`config.mk`:
```
export PLATFORM = sky130hd
export DESIGN_NAME = rv_core
export DESIGN_NICKNAME = d
export VERILOG_FILES = /design/src/rv_pkg.sv /design/src/decode_if.sv /design/src/lsu_if.sv /design/src/rv_alu.sv /design/src/rv_control.sv /design/src/rv_core.sv /design/src/rv_decoder.sv /design/src/rv_lsu.sv /design/src/rv_regfile.sv
export SDC_FILE = /design/constraint.sdc
export NUM_CORES = 2
export LEC_CHECK = 0
export BUFFER_PORTS_ARGS = -buffer_cell sky130_fd_sc_hd__buf_2
export CAP_MARGIN = 15
export CELL_PAD_IN_SITES_DETAIL_PLACEMENT = 1
export CELL_PAD_IN_SITES_GLOBAL_PLACEMENT = 2
export CORE_MARGIN = 1
export CORE_UTILIZATION = 25
export DETAILED_ROUTE_END_ITERATION = 7
export PLACE_DENSITY_LB_ADDON = 0.1
export RECOVER_POWER = 50
export SKIP_CTS_REPAIR_TIMING = 1
export SLEW_MARGIN = 20
export SYNTH_ARGS = -nofsm -noshare
export SYNTH_HDL_FRONTEND = slang
export SYNTH_HIERARCHICAL = 1
export SYNTH_SLANG_ARGS = --single-unit
```
`constraint.sdc`:
```
create_clock -name clk -period 6.65 [get_ports clk]
set_input_delay 1.33 -clock clk [delete_from_list [all_inputs] [get_ports clk]]
set_output_delay 1.33 -clock clk [all_outputs]
set_load 0.1 [all_outputs]
```
`src/rv_pkg.sv`:
```
`default_nettype none

package rv_pkg;

	localparam int xlen = 32;
	localparam int reg_aw = 5;

	localparam logic [6:0] opc_lui = 7'b0110111;
	localparam logic [6:0] opc_auipc = 7'b0010111;
	localparam logic [6:0] opc_jal = 7'b1101111;
	localparam logic [6:0] opc_jalr = 7'b1100111;
	localparam logic [6:0] opc_branch = 7'b1100011;
	localparam logic [6:0] opc_load = 7'b0000011;
	localparam logic [6:0] opc_store = 7'b0100011;
	localparam logic [6:0] opc_op_imm = 7'b0010011;
	localparam logic [6:0] opc_op = 7'b0110011;

	localparam logic [6:0] funct7_alt = 7'b0100000; // sub, sra, srai

	localparam logic [xlen-1:0] pc_step = 4;
	localparam logic [xlen-1:0] reset_pc = '0;

	typedef enum logic [3:0] {
		alu_add, alu_sub, alu_sll, alu_slt,
		alu_sltu, alu_xor, alu_srl, alu_sra,
		alu_or, alu_and, alu_eq, alu_ne,
		alu_lt, alu_ge, alu_ltu, alu_geu
	} alu_op_t;

	typedef enum logic [3:0] {
		cls_none, cls_lui, cls_auipc, cls_jal, cls_jalr,
		cls_branch, cls_load, cls_store, cls_alu
	} inst_class_t;

	// encoding matches funct3[1:0] of loads and stores
	typedef enum logic [1:0] {
		sz_byte, sz_half, sz_word
	} mem_size_t;

endpackage

`default_nettype wire

```
`src/decode_if.sv`:
```
`timescale 1ns/1ps
`default_nettype none

interface decode_if import rv_pkg::*; ();

	logic [reg_aw-1:0] rd; // zero when nothing is written
	logic [reg_aw-1:0] rs1; // combinational
	logic [reg_aw-1:0] rs2;
	logic [xlen-1:0] imm;
	inst_class_t cls;
	alu_op_t alu_op;
	logic use_imm;
	mem_size_t size;
	logic unsigned_ld;

	modport decoder (output rd, rs1, rs2, imm, cls, alu_op, use_imm, size, unsigned_ld);
	modport consumer (input imm, cls, alu_op, use_imm, size, unsigned_ld);
	modport regfile (input rd, rs1, rs2);

endinterface

`default_nettype wire

```
`src/lsu_if.sv`:
```
`timescale 1ns/1ps
`default_nettype none

interface lsu_if import rv_pkg::*; ();

	logic start; // one-cycle pulse, lsu idle
	logic fetch; // whole word, no extension
	logic store;
	mem_size_t size;
	logic unsigned_ld;
	logic [xlen-1:0] addr;
	logic [xlen-1:0] wdata;
	logic done; // one-cycle pulse
	logic [xlen-1:0] rdata; // valid with done

	modport master (output start, fetch, store, size, unsigned_ld, addr, wdata,
		input done, rdata);
	modport lsu (input start, fetch, store, size, unsigned_ld, addr, wdata,
		output done, rdata);

endinterface

`default_nettype wire

```
`src/rv_alu.sv`:
```
`timescale 1ns/1ps
`default_nettype none

module rv_alu import rv_pkg::*; (
	input wire logic clk,
	input wire logic rstn,
	decode_if.consumer dec,
	input wire logic [xlen-1:0] src1,
	input wire logic [xlen-1:0] src2,
	output logic [xlen-1:0] result
);

	logic [xlen-1:0] opb;
	logic [4:0] shamt;
	logic [xlen-1:0] res_n;

	assign opb = dec.use_imm ? dec.imm : src2;
	assign shamt = opb[4:0];

	always_comb begin
		case (dec.alu_op)
			alu_add: res_n = src1 + opb;
			alu_sub: res_n = src1 - opb;
			alu_sll: res_n = src1 << shamt;
			alu_slt: res_n = xlen'($signed(src1) < $signed(opb));
			alu_sltu: res_n = xlen'(src1 < opb);
			alu_xor: res_n = src1 ^ opb;
			alu_srl: res_n = src1 >> shamt;
			alu_sra: res_n = $signed(src1) >>> shamt;
			alu_or: res_n = src1 | opb;
			alu_and: res_n = src1 & opb;
			alu_eq: res_n = xlen'(src1 == opb);
			alu_ne: res_n = xlen'(src1 != opb);
			alu_lt: res_n = xlen'($signed(src1) < $signed(opb));
			alu_ge: res_n = xlen'($signed(src1) >= $signed(opb));
			alu_ltu: res_n = xlen'(src1 < opb);
			alu_geu: res_n = xlen'(src1 >= opb);
			default: res_n = '0;
		endcase
	end

	always_ff @(posedge clk) begin
		if (!rstn)
			result <= '0;
		else if (dec.cls == cls_store)
			result <= src2; // store data for the memory phase
		else
			result <= res_n;
	end

endmodule

`default_nettype wire

```
`src/rv_control.sv`:
```
`timescale 1ns/1ps
`default_nettype none

module rv_control import rv_pkg::*; (
	input wire logic clk,
	input wire logic rstn,
	decode_if.consumer dec,
	lsu_if.master mem,
	input wire logic [xlen-1:0] rs1_data,
	input wire logic [xlen-1:0] alu_result,
	output logic [xlen-1:0] instr,
	output logic rf_we,
	output logic [xlen-1:0] rf_wdata
);

	typedef enum logic [2:0] {ph_fetch, ph_decode, ph_exec, ph_mem, ph_wb} phase_t;

	phase_t phase;
	logic pending; // lsu request outstanding
	logic issue;
	logic is_mem;
	logic [xlen-1:0] pc;
	logic [xlen-1:0] pc_next;
	logic [xlen-1:0] ea;
	logic [xlen-1:0] ld_data;

	assign ea = rs1_data + dec.imm;
	assign is_mem = dec.cls inside {cls_load, cls_store};
	assign issue = !pending && (phase == ph_fetch || (phase == ph_mem && is_mem));

	always_comb begin
		case (dec.cls)
			cls_jal: pc_next = pc + dec.imm;
			cls_jalr: pc_next = {ea[xlen-1:1], 1'b0};
			cls_branch: pc_next = (alu_result != '0) ? pc + dec.imm : pc + pc_step;
			default: pc_next = pc + pc_step;
		endcase
	end

	always_comb begin
		case (dec.cls)
			cls_lui: rf_wdata = dec.imm;
			cls_auipc: rf_wdata = pc + dec.imm;
			cls_jal, cls_jalr: rf_wdata = pc + pc_step; // link
			cls_load: rf_wdata = ld_data;
			default: rf_wdata = alu_result;
		endcase
	end

	assign rf_we = phase == ph_wb &&
		dec.cls inside {cls_lui, cls_auipc, cls_jal, cls_jalr, cls_load, cls_alu};

	always_ff @(posedge clk) begin
		if (!rstn) begin
			phase <= ph_fetch;
			pending <= 1'b0;
			pc <= reset_pc;
			instr <= '0;
			mem.start <= 1'b0;
		end else begin
			mem.start <= issue;
			if (issue)
				pending <= 1'b1;
			case (phase)
				ph_fetch: if (mem.done) begin
					instr <= mem.rdata;
					pending <= 1'b0;
					phase <= ph_decode;
				end
				ph_decode: phase <= ph_exec;
				ph_exec: phase <= ph_mem;
				ph_mem: if (!is_mem || mem.done) begin
					pending <= 1'b0;
					phase <= ph_wb;
				end
				default: begin
					pc <= pc_next;
					phase <= ph_fetch;
				end
			endcase
		end
	end

	always_ff @(posedge clk) begin
		if (issue) begin
			mem.fetch <= phase == ph_fetch;
			mem.store <= phase == ph_mem && dec.cls == cls_store;
			mem.size <= dec.size;
			mem.unsigned_ld <= dec.unsigned_ld;
			mem.addr <= (phase == ph_fetch) ? pc : ea;
			mem.wdata <= alu_result; // rs2 passed through the alu
		end
		if (phase == ph_mem && mem.done)
			ld_data <= mem.rdata;
	end

	// one write per instruction, right after the memory phase
	a_wb_only: assert property (@(posedge clk) disable iff (!rstn)
		rf_we |-> $past(phase) == ph_mem && !$past(rf_we));

endmodule

`default_nettype wire

```
`src/rv_core.sv`:
```
`timescale 1ns/1ps
`default_nettype none

module rv_core import rv_pkg::*; (
	input wire logic clk,
	input wire logic rstn,
	output wire logic [xlen-1:0] araddr,
	output wire logic arvalid,
	input wire logic arready,
	input wire logic [xlen-1:0] rdata,
	input wire logic rvalid,
	output wire logic rready,
	output wire logic [xlen-1:0] awaddr,
	output wire logic awvalid,
	input wire logic awready,
	output wire logic [xlen-1:0] wdata,
	output wire logic [3:0] wstrb,
	output wire logic wvalid,
	input wire logic wready,
	input wire logic bvalid,
	output wire logic bready
);

	logic [xlen-1:0] instr;
	logic [xlen-1:0] rs1_data;
	logic [xlen-1:0] rs2_data;
	logic [xlen-1:0] alu_result;
	logic rf_we;
	logic [xlen-1:0] rf_wdata;

	decode_if dec_bus();
	lsu_if mem_bus();

	rv_decoder i_decoder (
		.clk(clk), .rstn(rstn), .instr(instr), .dec(dec_bus)
	);

	rv_regfile i_regfile (
		.clk(clk), .rstn(rstn), .dec(dec_bus),
		.we(rf_we), .wdata(rf_wdata),
		.rs1_data(rs1_data), .rs2_data(rs2_data)
	);

	rv_alu i_alu (
		.clk(clk), .rstn(rstn), .dec(dec_bus),
		.src1(rs1_data), .src2(rs2_data), .result(alu_result)
	);

	rv_control i_control (
		.clk(clk), .rstn(rstn), .dec(dec_bus), .mem(mem_bus),
		.rs1_data(rs1_data), .alu_result(alu_result),
		.instr(instr), .rf_we(rf_we), .rf_wdata(rf_wdata)
	);

	rv_lsu i_lsu (
		.clk(clk), .rstn(rstn), .req(mem_bus),
		.araddr(araddr), .arvalid(arvalid), .arready(arready),
		.rdata(rdata), .rvalid(rvalid), .rready(rready),
		.awaddr(awaddr), .awvalid(awvalid), .awready(awready),
		.wdata(wdata), .wstrb(wstrb), .wvalid(wvalid), .wready(wready),
		.bvalid(bvalid), .bready(bready)
	);

endmodule

`default_nettype wire

```
`src/rv_decoder.sv`:
```
`timescale 1ns/1ps
`default_nettype none

module rv_decoder import rv_pkg::*; (
	input wire logic clk,
	input wire logic rstn,
	input wire logic [xlen-1:0] instr,
	decode_if.decoder dec
);

	logic [6:0] opcode;
	logic [2:0] funct3;
	logic [6:0] funct7;
	logic alt;
	logic [xlen-1:0] imm_i;
	logic [xlen-1:0] imm_s;
	logic [xlen-1:0] imm_b;
	logic [xlen-1:0] imm_u;
	logic [xlen-1:0] imm_j;
	inst_class_t cls_n;
	alu_op_t alu_n;
	logic [xlen-1:0] imm_n;
	logic use_imm_n;
	mem_size_t size_n;
	logic uns_n;

	function automatic alu_op_t arith_op(input logic [2:0] f3, input logic alt_op);
		case (f3)
			3'b000: return alt_op ? alu_sub : alu_add;
			3'b001: return alu_sll;
			3'b010: return alu_slt;
			3'b011: return alu_sltu;
			3'b100: return alu_xor;
			3'b101: return alt_op ? alu_sra : alu_srl;
			3'b110: return alu_or;
			default: return alu_and;
		endcase
	endfunction

	assign opcode = instr[6:0];
	assign funct3 = instr[14:12];
	assign funct7 = instr[31:25];
	assign alt = funct7 == funct7_alt;

	assign imm_i = {{(xlen-12){instr[31]}}, instr[31:20]};
	assign imm_s = {{(xlen-12){instr[31]}}, instr[31:25], instr[11:7]};
	assign imm_b = {{(xlen-13){instr[31]}}, instr[31], instr[7], instr[30:25], instr[11:8], 1'b0};
	assign imm_u = {instr[31:12], 12'd0};
	assign imm_j = {{(xlen-21){instr[31]}}, instr[31], instr[19:12], instr[20], instr[30:21], 1'b0};

	// regfile reads these in the decode cycle
	assign dec.rs1 = instr[19:15];
	assign dec.rs2 = instr[24:20];

	always_comb begin
		cls_n = cls_none;
		alu_n = alu_add;
		imm_n = imm_i;
		use_imm_n = 1'b0;
		size_n = mem_size_t'(funct3[1:0]);
		uns_n = funct3[2];
		case (opcode)
			opc_lui: begin
				cls_n = cls_lui;
				imm_n = imm_u;
			end
			opc_auipc: begin
				cls_n = cls_auipc;
				imm_n = imm_u;
			end
			opc_jal: begin
				cls_n = cls_jal;
				imm_n = imm_j;
			end
			opc_jalr: cls_n = cls_jalr;
			opc_branch: begin
				cls_n = (funct3[2:1] == 2'b01) ? cls_none : cls_branch;
				imm_n = imm_b;
				case (funct3)
					3'b000: alu_n = alu_eq;
					3'b001: alu_n = alu_ne;
					3'b100: alu_n = alu_lt;
					3'b101: alu_n = alu_ge;
					3'b110: alu_n = alu_ltu;
					default: alu_n = alu_geu;
				endcase
			end
			opc_load: begin
				if (funct3 inside {3'b000, 3'b001, 3'b010, 3'b100, 3'b101})
					cls_n = cls_load;
			end
			opc_store: begin
				if (funct3 inside {3'b000, 3'b001, 3'b010})
					cls_n = cls_store;
				imm_n = imm_s;
			end
			opc_op_imm: begin
				use_imm_n = 1'b1;
				alu_n = arith_op(funct3, funct3 == 3'b101 && alt); // addi never subtracts
				if (funct3 == 3'b001)
					cls_n = (funct7 == 7'd0) ? cls_alu : cls_none;
				else if (funct3 == 3'b101)
					cls_n = (funct7 == 7'd0 || alt) ? cls_alu : cls_none;
				else
					cls_n = cls_alu;
			end
			opc_op: begin
				alu_n = arith_op(funct3, alt);
				if (funct7 == 7'd0 || (alt && (funct3 == 3'b000 || funct3 == 3'b101)))
					cls_n = cls_alu;
			end
			default: cls_n = cls_none; // retires as a nop
		endcase
	end

	always_ff @(posedge clk) begin
		if (!rstn) begin
			dec.cls <= cls_none;
			dec.rd <= '0;
		end else begin
			dec.cls <= cls_n;
			dec.rd <= (cls_n inside {cls_none, cls_branch, cls_store}) ? '0 : instr[11:7];
		end
	end

	always_ff @(posedge clk) begin
		dec.imm <= imm_n;
		dec.alu_op <= alu_n;
		dec.use_imm <= use_imm_n;
		dec.size <= size_n;
		dec.unsigned_ld <= uns_n;
	end

endmodule

`default_nettype wire

```
`src/rv_lsu.sv`:
```
`timescale 1ns/1ps
`default_nettype none

module rv_lsu import rv_pkg::*; (
	input wire logic clk,
	input wire logic rstn,
	lsu_if.lsu req,
	output logic [xlen-1:0] araddr,
	output logic arvalid,
	input wire logic arready,
	input wire logic [xlen-1:0] rdata,
	input wire logic rvalid,
	output logic rready,
	output logic [xlen-1:0] awaddr,
	output logic awvalid,
	input wire logic awready,
	output logic [xlen-1:0] wdata,
	output logic [3:0] wstrb,
	output logic wvalid,
	input wire logic wready,
	input wire logic bvalid,
	output logic bready
);

	typedef enum logic [1:0] {st_idle, st_addr, st_data, st_resp} lsu_state_t;

	lsu_state_t state;
	logic op_store;
	logic op_fetch;
	logic op_uns;
	mem_size_t op_size;
	logic [1:0] lane;
	logic [7:0] ld_byte;
	logic [15:0] ld_half;
	logic [xlen-1:0] ld_val;
	logic [3:0] wr_strb;
	logic [xlen-1:0] wr_data;

	assign ld_byte = rdata[{lane, 3'b000} +: 8];
	assign ld_half = lane[1] ? rdata[31:16] : rdata[15:0];

	always_comb begin
		if (op_fetch || op_size == sz_word)
			ld_val = rdata;
		else if (op_size == sz_half)
			ld_val = {{(xlen-16){~op_uns & ld_half[15]}}, ld_half};
		else
			ld_val = {{(xlen-8){~op_uns & ld_byte[7]}}, ld_byte};
	end

	// store data is copied into every lane, wstrb picks
	always_comb begin
		case (req.size)
			sz_byte: begin
				wr_strb = 4'b0001 << req.addr[1:0];
				wr_data = {4{req.wdata[7:0]}};
			end
			sz_half: begin
				wr_strb = req.addr[1] ? 4'b1100 : 4'b0011;
				wr_data = {2{req.wdata[15:0]}};
			end
			default: begin
				wr_strb = 4'b1111;
				wr_data = req.wdata;
			end
		endcase
	end

	always_ff @(posedge clk) begin
		if (!rstn) begin
			state <= st_idle;
			arvalid <= 1'b0;
			rready <= 1'b0;
			awvalid <= 1'b0;
			wvalid <= 1'b0;
			bready <= 1'b0;
			req.done <= 1'b0;
		end else begin
			req.done <= 1'b0;
			case (state)
				st_idle: if (req.start) begin
					state <= st_addr;
					if (req.store) begin
						awvalid <= 1'b1;
						wvalid <= 1'b1;
					end else begin
						arvalid <= 1'b1;
					end
				end
				st_addr: if (op_store) begin
					if (awready)
						awvalid <= 1'b0;
					if (wready)
						wvalid <= 1'b0;
					if (!awvalid && !wvalid) begin // both accepted
						bready <= 1'b1;
						state <= st_resp;
					end
				end else if (arready) begin
					arvalid <= 1'b0;
					rready <= 1'b1;
					state <= st_data;
				end
				st_data: if (rvalid) begin
					rready <= 1'b0;
					req.done <= 1'b1;
					state <= st_idle;
				end
				default: if (bvalid) begin
					bready <= 1'b0;
					req.done <= 1'b1;
					state <= st_idle;
				end
			endcase
		end
	end

	always_ff @(posedge clk) begin
		if (state == st_idle && req.start) begin
			op_store <= req.store;
			op_fetch <= req.fetch;
			op_uns <= req.unsigned_ld;
			op_size <= req.size;
			lane <= req.addr[1:0];
			araddr <= {req.addr[xlen-1:2], 2'b00};
			awaddr <= {req.addr[xlen-1:2], 2'b00};
			wdata <= wr_data;
			wstrb <= wr_strb;
		end
		if (state == st_data && rvalid)
			req.rdata <= ld_val;
	end

	a_ar_hold: assert property (@(posedge clk) disable iff (!rstn)
		arvalid && !arready |=> arvalid && $stable(araddr));

	// control must wait for done before the next request
	a_start_idle: assert property (@(posedge clk) disable iff (!rstn)
		req.start |-> state == st_idle);

endmodule

`default_nettype wire

```
`src/rv_regfile.sv`:
```
`timescale 1ns/1ps
`default_nettype none

module rv_regfile import rv_pkg::*; (
	input wire logic clk,
	input wire logic rstn,
	decode_if.regfile dec,
	input wire logic we,
	input wire logic [xlen-1:0] wdata,
	output logic [xlen-1:0] rs1_data,
	output logic [xlen-1:0] rs2_data
);

	logic [xlen-1:0] regs [2**reg_aw];

	always_ff @(posedge clk) begin
		rs1_data <= regs[dec.rs1]; // x0 holds zero
		rs2_data <= regs[dec.rs2];
	end

	always_ff @(posedge clk) begin
		if (!rstn) begin
			for (int i = 0; i < 2**reg_aw; i++)
				regs[i] <= '0;
		end else if (we && dec.rd != '0) begin
			regs[dec.rd] <= wdata;
		end
	end

	// a writeback with rd of x0 must leave it at zero
	a_x0_kept: assert property (@(posedge clk) disable iff (!rstn)
		we |=> regs[0] == '0);

endmodule

`default_nettype wire

```
After elaboration in Yosys (flattened, before gate mapping)
Memories as Yosys holds them, arrays and structs flattened. A register that Yosys moved wholly into a read port is not among the register bits.
Index checks and enable logic that the tools add are counted.
{ "totals": {"reg_bits": 364, "ram_bits": 1024, "out_inout_bits": 105, "word_cells": 259, "mem_count": 1} }
{ "op_classes": {"addsub": 5, "n_lt_le_gt_ge": 4, "eq_ne": 67, "n_shift": 5, "mux": 77, "n_bitwise": 8, "n_reduce_logical": 56} }
{ "memory_table": {"columns": ["name", "words", "word_bits", "read_ports", "rd_ports_with_merged_regs", "write_ports", "line", "source"], "rows": [
  ["i_regfile.regs", 32, 32, 2, 2, 32, "rv_regfile.sv:14", "logic [xlen-1:0] regs [2**reg_aw];"]
]} }
{ "op_table": {"columns": ["operator", "count"], "rows": [
  ["one-hot mux 32 bit (14 select lines)", 1],
  ["2-to-1 mux 32 bit", 7],
  ["one-hot mux 32 bit (4 select lines)", 1],
  ["one-hot mux 31 bit (4 select lines)", 1],
  ["adder 32 bit", 3],
  ["one-hot mux 32 bit (3 select lines)", 1],
  [">= comparator 32 bit", 2],
  ["< comparator 32 bit", 2],
  ["one-hot mux 32 bit (2 select lines)", 1],
  ["one-hot mux 4 bit (7 select lines)", 2],
  ["== test 4 x 3 -> 1 bit (second input constant)", 10],
  ["== test 4 bit (second input constant)", 9],
  ["one-hot mux 4 bit (9 select lines)", 1],
  ["adder 32 x 3 -> 32 bit (second input constant)", 1],
  ["bitwise AND 32 bit", 1],
  ["== test 32 bit", 1],
  ["!= test 32 bit", 1],
  ["OR 32 bit", 1],
  ["nonzero test 32 bit", 1],
  ["OR reduction 32 bit", 1],
  ["indexed part select 32 x 6 -> 8 bit", 1],
  ["left shift 32 x 5 -> 32 bit", 1],
  ["right shift 32 x 5 -> 32 bit", 1],
  [">>> shifter 32 x 5 -> 32 bit", 1],
  ["49 further kinds", 170]
]} }

Depth between registers and ports, before layout
{ "logic_depth": {"ltp_word": 9, "mapped_depth": 18} }

By module
Netlist, hierarchy kept.
{ "by_module_without_submodules": {"columns": ["module", "n_inst", "cells_per_inst", "area_each_um2", "seq_area_each_um2"], "rows": [
  ["rv_regfile", 1, 4673, 56857.0, 32030.7],
  ["rv_control", 1, 1231, 11053.1, 4414.2],
  ["rv_alu", 1, 1495, 10015.9, 640.6],
  ["rv_lsu", 1, 349, 4989.8, 3313.2],
  ["rv_decoder", 1, 189, 1875.5, 980.9]
]} }

Worst setup path before layout
Ideal clock, no wire load.
{ "synth_path": {"kind": "input -> register", "from": "in rstn", "to": "mem i_regfile.regs[12][0] (enable)", "setup_ns": 0.466, "arrival_time_ns": 4.220, "required_ns": 6.184, "path_slack_ns": 1.964, "stages": 4, "cell_sequence": "nand2_1 or3_4 buf_4 o21ai_0"} }
{ "synth_rtl": {"columns": ["element", "line", "source"], "rows": [
  ["start, declared", "rv_core.sv:6", "input wire logic rstn,"],
  ["end, declared", "rv_regfile.sv:14", null]
]} }

==> run summary <==
## Synth
• **count of yosys warnings during synthesis** 6
• **number of flops mapped to enable cells by yosys** 1230
• **fraction of registers with async set or reset after synthesis** 0
• **cell area after synthesis** 84800 sq um
• **fraction of the yosys area taken by sequential cells** 0.488
• **Avg Inst Size Synth** 10.7 sq um
• **largest cells by area after synthesis** edfxtp_1, mux2i_1, and2_1
• **most frequent cell after synthesis** edfxtp_1
• **post-synth cell types** 113
• **number of instances in the synthesized netlist** 7937
• **cell type with the largest total area after synthesis** edfxtp_1
• **synth cell count leaders** edfxtp_1, mux2i_1, and2_1
• **register bit count reported by yosys** 1452
• **proportion of netlist area held by the largest area contributor** 0.436
• **ys flop type** edfxtp_1

## Setup path
• **kind of start point of the critical path** primary input
• **required time at the worst-slack endpoint** 7.14 ns
• **maximum fanout encountered on the critical timing path** 29
• **Data arrival, critical path** 6.32 ns
• **Worst Setup Path Type** primary input to flop
• **Critical Path End Type** flop

## Routing
• **routed wire length per instance** 32.4 um
• **length of the first detailed-routing pass in iterations** 7
• **DR vias** 65487
• **topmost layer with routed signal wires** met5
• **routed length on met2** 197000 um
• **Met1 Wirelength** 181000 um
• **Antenna Violating Nets Remaining** 0
• **met3 WL post-DR** 15000 um
• **post-detailed-routing wire length** 406000 um
• **Starting DRT DRC Count** 4418
• **remaining design rule violation count** 0
• **mean number of vias per cell** 5.22

## Global route
• **GR Util All Layers** 0.232
• **initial antenna violation count** 37
• **pin count of the biggest net entering global routing** 107
• **grt ovf** 0
• **global-route wire length before repair** 559000 um
• **number of global-route vias before repair** 67862

## Cells and area
• **final net count** 8065
• **Non-Filler Cell Area, Final** 96700 sq um
• **number of standard cells in the final layout excluding fillers** 12552
• **share of layout cells above drive strength 1** 0.0937
• **Filler Cells Inserted** 37339
• **area growth from synthesis to layout** 14.1%

## Power and ir drop
• **total leakage power** 32.9 nW
• **power density normalized to cell area** 308 nW/um^2
• **highest ir drop seen on vdd** 0.000190 V
• **total power draw** 29.8 mW

## CTS
• **largest buffer count on any clock path** 4
• **maximum level of the CTS H-tree** 4
• **CTS buffer count** 191
• **latest clock arrival within the worst-skew pair** 0.89 ns
• **CTS clock-pin slew for the worst setup and hold paths** 0.06 ns
• **root buf cell** clkbuf_16
• **Num Clock Sinks** 1452
• **CTS tree** done

## Floorplan
• **Die Outline Area** 342000 sq um
• **y dimension of the die** 584 um
• **die outline width** 584 um
• **Core Footprint** 337000 sq um
• **total number of placement rows** 213
• **num ports** 144
• **starting density of the core** 0.252

## STA
• **max frequency** 0.172 GHz
• **period utilization** 0.876
• **endpoints failing setup** 0
• **worst rel slew slack** -1.65
• **Setup TNS Final** 0 ns
• **clock skew after layout** 0.0767 ns
• **slew at the pin closest to its max-slew limit** 3.97 ns
• **fin. max-slew vios** 714
• **RSZ-0062 raised after global routing** false
• **number of endpoints with negative hold slack in the final report** 0
• **final period demand of the worst path** 5.83 ns

## Placed design
• **post-DP HPWL** 280000 um
• **placer congestion estimate** 0.897
• **port buffer count** 139
• **placed instance area** 91200 sq um
• **Cell Count Post-Placement** 12178

## Outcome
• **result of the run** finished with violations
• **violated checks** max-capacitance violations, max-slew violations

## Hold path
• **Tightest Hold Check Type** flop to flop

## Job
• **total of max-cap violations** 22

[state kept, by name (all words and copies together), names as in the netlist, 32 cells and up]
name	count
i_control/mem.wdata	32
i_regfile/rs2_data	32
i_regfile/regs	1024
i_control/pc	32
i_decoder/dec.imm	32
i_regfile/rs1_data	32
i_alu/result	32
i_lsu/req.rdata	32
i_lsu/wdata	32
i_control/instr	32
i_control/ld_data	32
i_control/mem.addr	32
[stage by stage]
step	hold WS (ns)	worst slack, ns	utilization
after floorplan	0.349	1.96	-
after global placement	0.346	1.47	0.270
after detailed placement	0.351	1.72	0.270
after CTS	0.359	1.66	0.288
after global routing	0.361	0.705	0.287
final	0.356	0.823	0.287
[metal layers]
layer,vias up,GRT usage
met5,-,0
met4,2,0.0707
met3,494,0.0193
met2,1496,0.401
met1,34465,0.306
li1,29030,-
[layout by cell type, fill, tap and decap left out, types with 37 or more instances in the layout]
master        n
o211ai_1     40
clkbuf_1    167
nand3_1     271
ha_1        166
mux2_2       51
a211oi_1     42
nor3_1      113
a22oi_1     204
o21ai_0     243
xor2_1       48
clkbuf_16   192
inv_1       129
mux2i_1    1170
nand2_1     526
buf_2        37
nor2_1      256
a31oi_1     107
buf_4       182
edfxtp_1   1230
dfxtp_1     219
a221oi_1     71
a22o_1      133
and2_1      982
a21o_1       84
a21oi_1     458
xnor2_1      61
clkinv_2     38
[kinds of logic after synthesis]
family / Yosys count / synth area share
adder cells (fa/ha/maj): 170 / 0.0254
multiplexers: 1234 / 0.147
buffers and inverters: 832 / 0.0433
AND/OR/NAND/NOR: 2450 / 0.152
XOR/XNOR: 109 / 0.0113
other: 2 / 0.0000886
flip-flops: 1452 / 0.488
AO/OA/AOI/OAI: 1688 / 0.133
[path summary, 6_finish.rpt]
kind	end	startpoint	slack [ns]	depth (start not counted)
max	i_regfile/regs[24][3]	rstn	0.82	5
min	i_decoder/dec.unsigned_ld	i_control/instr[14]	0.36	0
max reg2reg	i_regfile/rs1_data[4]	i_control/instr[17]	0.89	5
min reg2reg	i_decoder/dec.unsigned_ld	i_control/instr[14]	0.36	0
[worst max-delay path, cell delays in order]
cell and delay, ns:
clkbuf_1 1.85, nand2_1 0.20, or3_1 0.96, o21ai_0 0.82
clkbuf_2 0.94
[cell type report]
| type | count | area (sq um) | share of cell area |
|---|---|---|---|
| sequential | 1452 | 41400 | 0.428 |
| clock inverter | 99 | 797 | 0.00824 |
| tap | 4515 | 5650 | 0.0584 |
| antenna | 26 | 65.1 | 0.000673 |
| clock buffer | 249 | 5110 | 0.0528 |
| multi-input combinational | 5687 | 40500 | 0.419 |
| timing repair buffer | 384 | 2650 | 0.0274 |
| inverter | 140 | 527 | 0.00545 |
[power breakdown]
| part | total [mW] | internal [mW] | switching, mW |
|---|---|---|---|
| Combinational | 7.88 | 1.88 | 5.99 |
| Sequential | 11.8 | 11.0 | 0.811 |
| Clock | 10.1 | 5.75 | 4.36 |
| Total | 29.8 | 18.6 | 11.2 |
(Power assumes the default switching activity.)
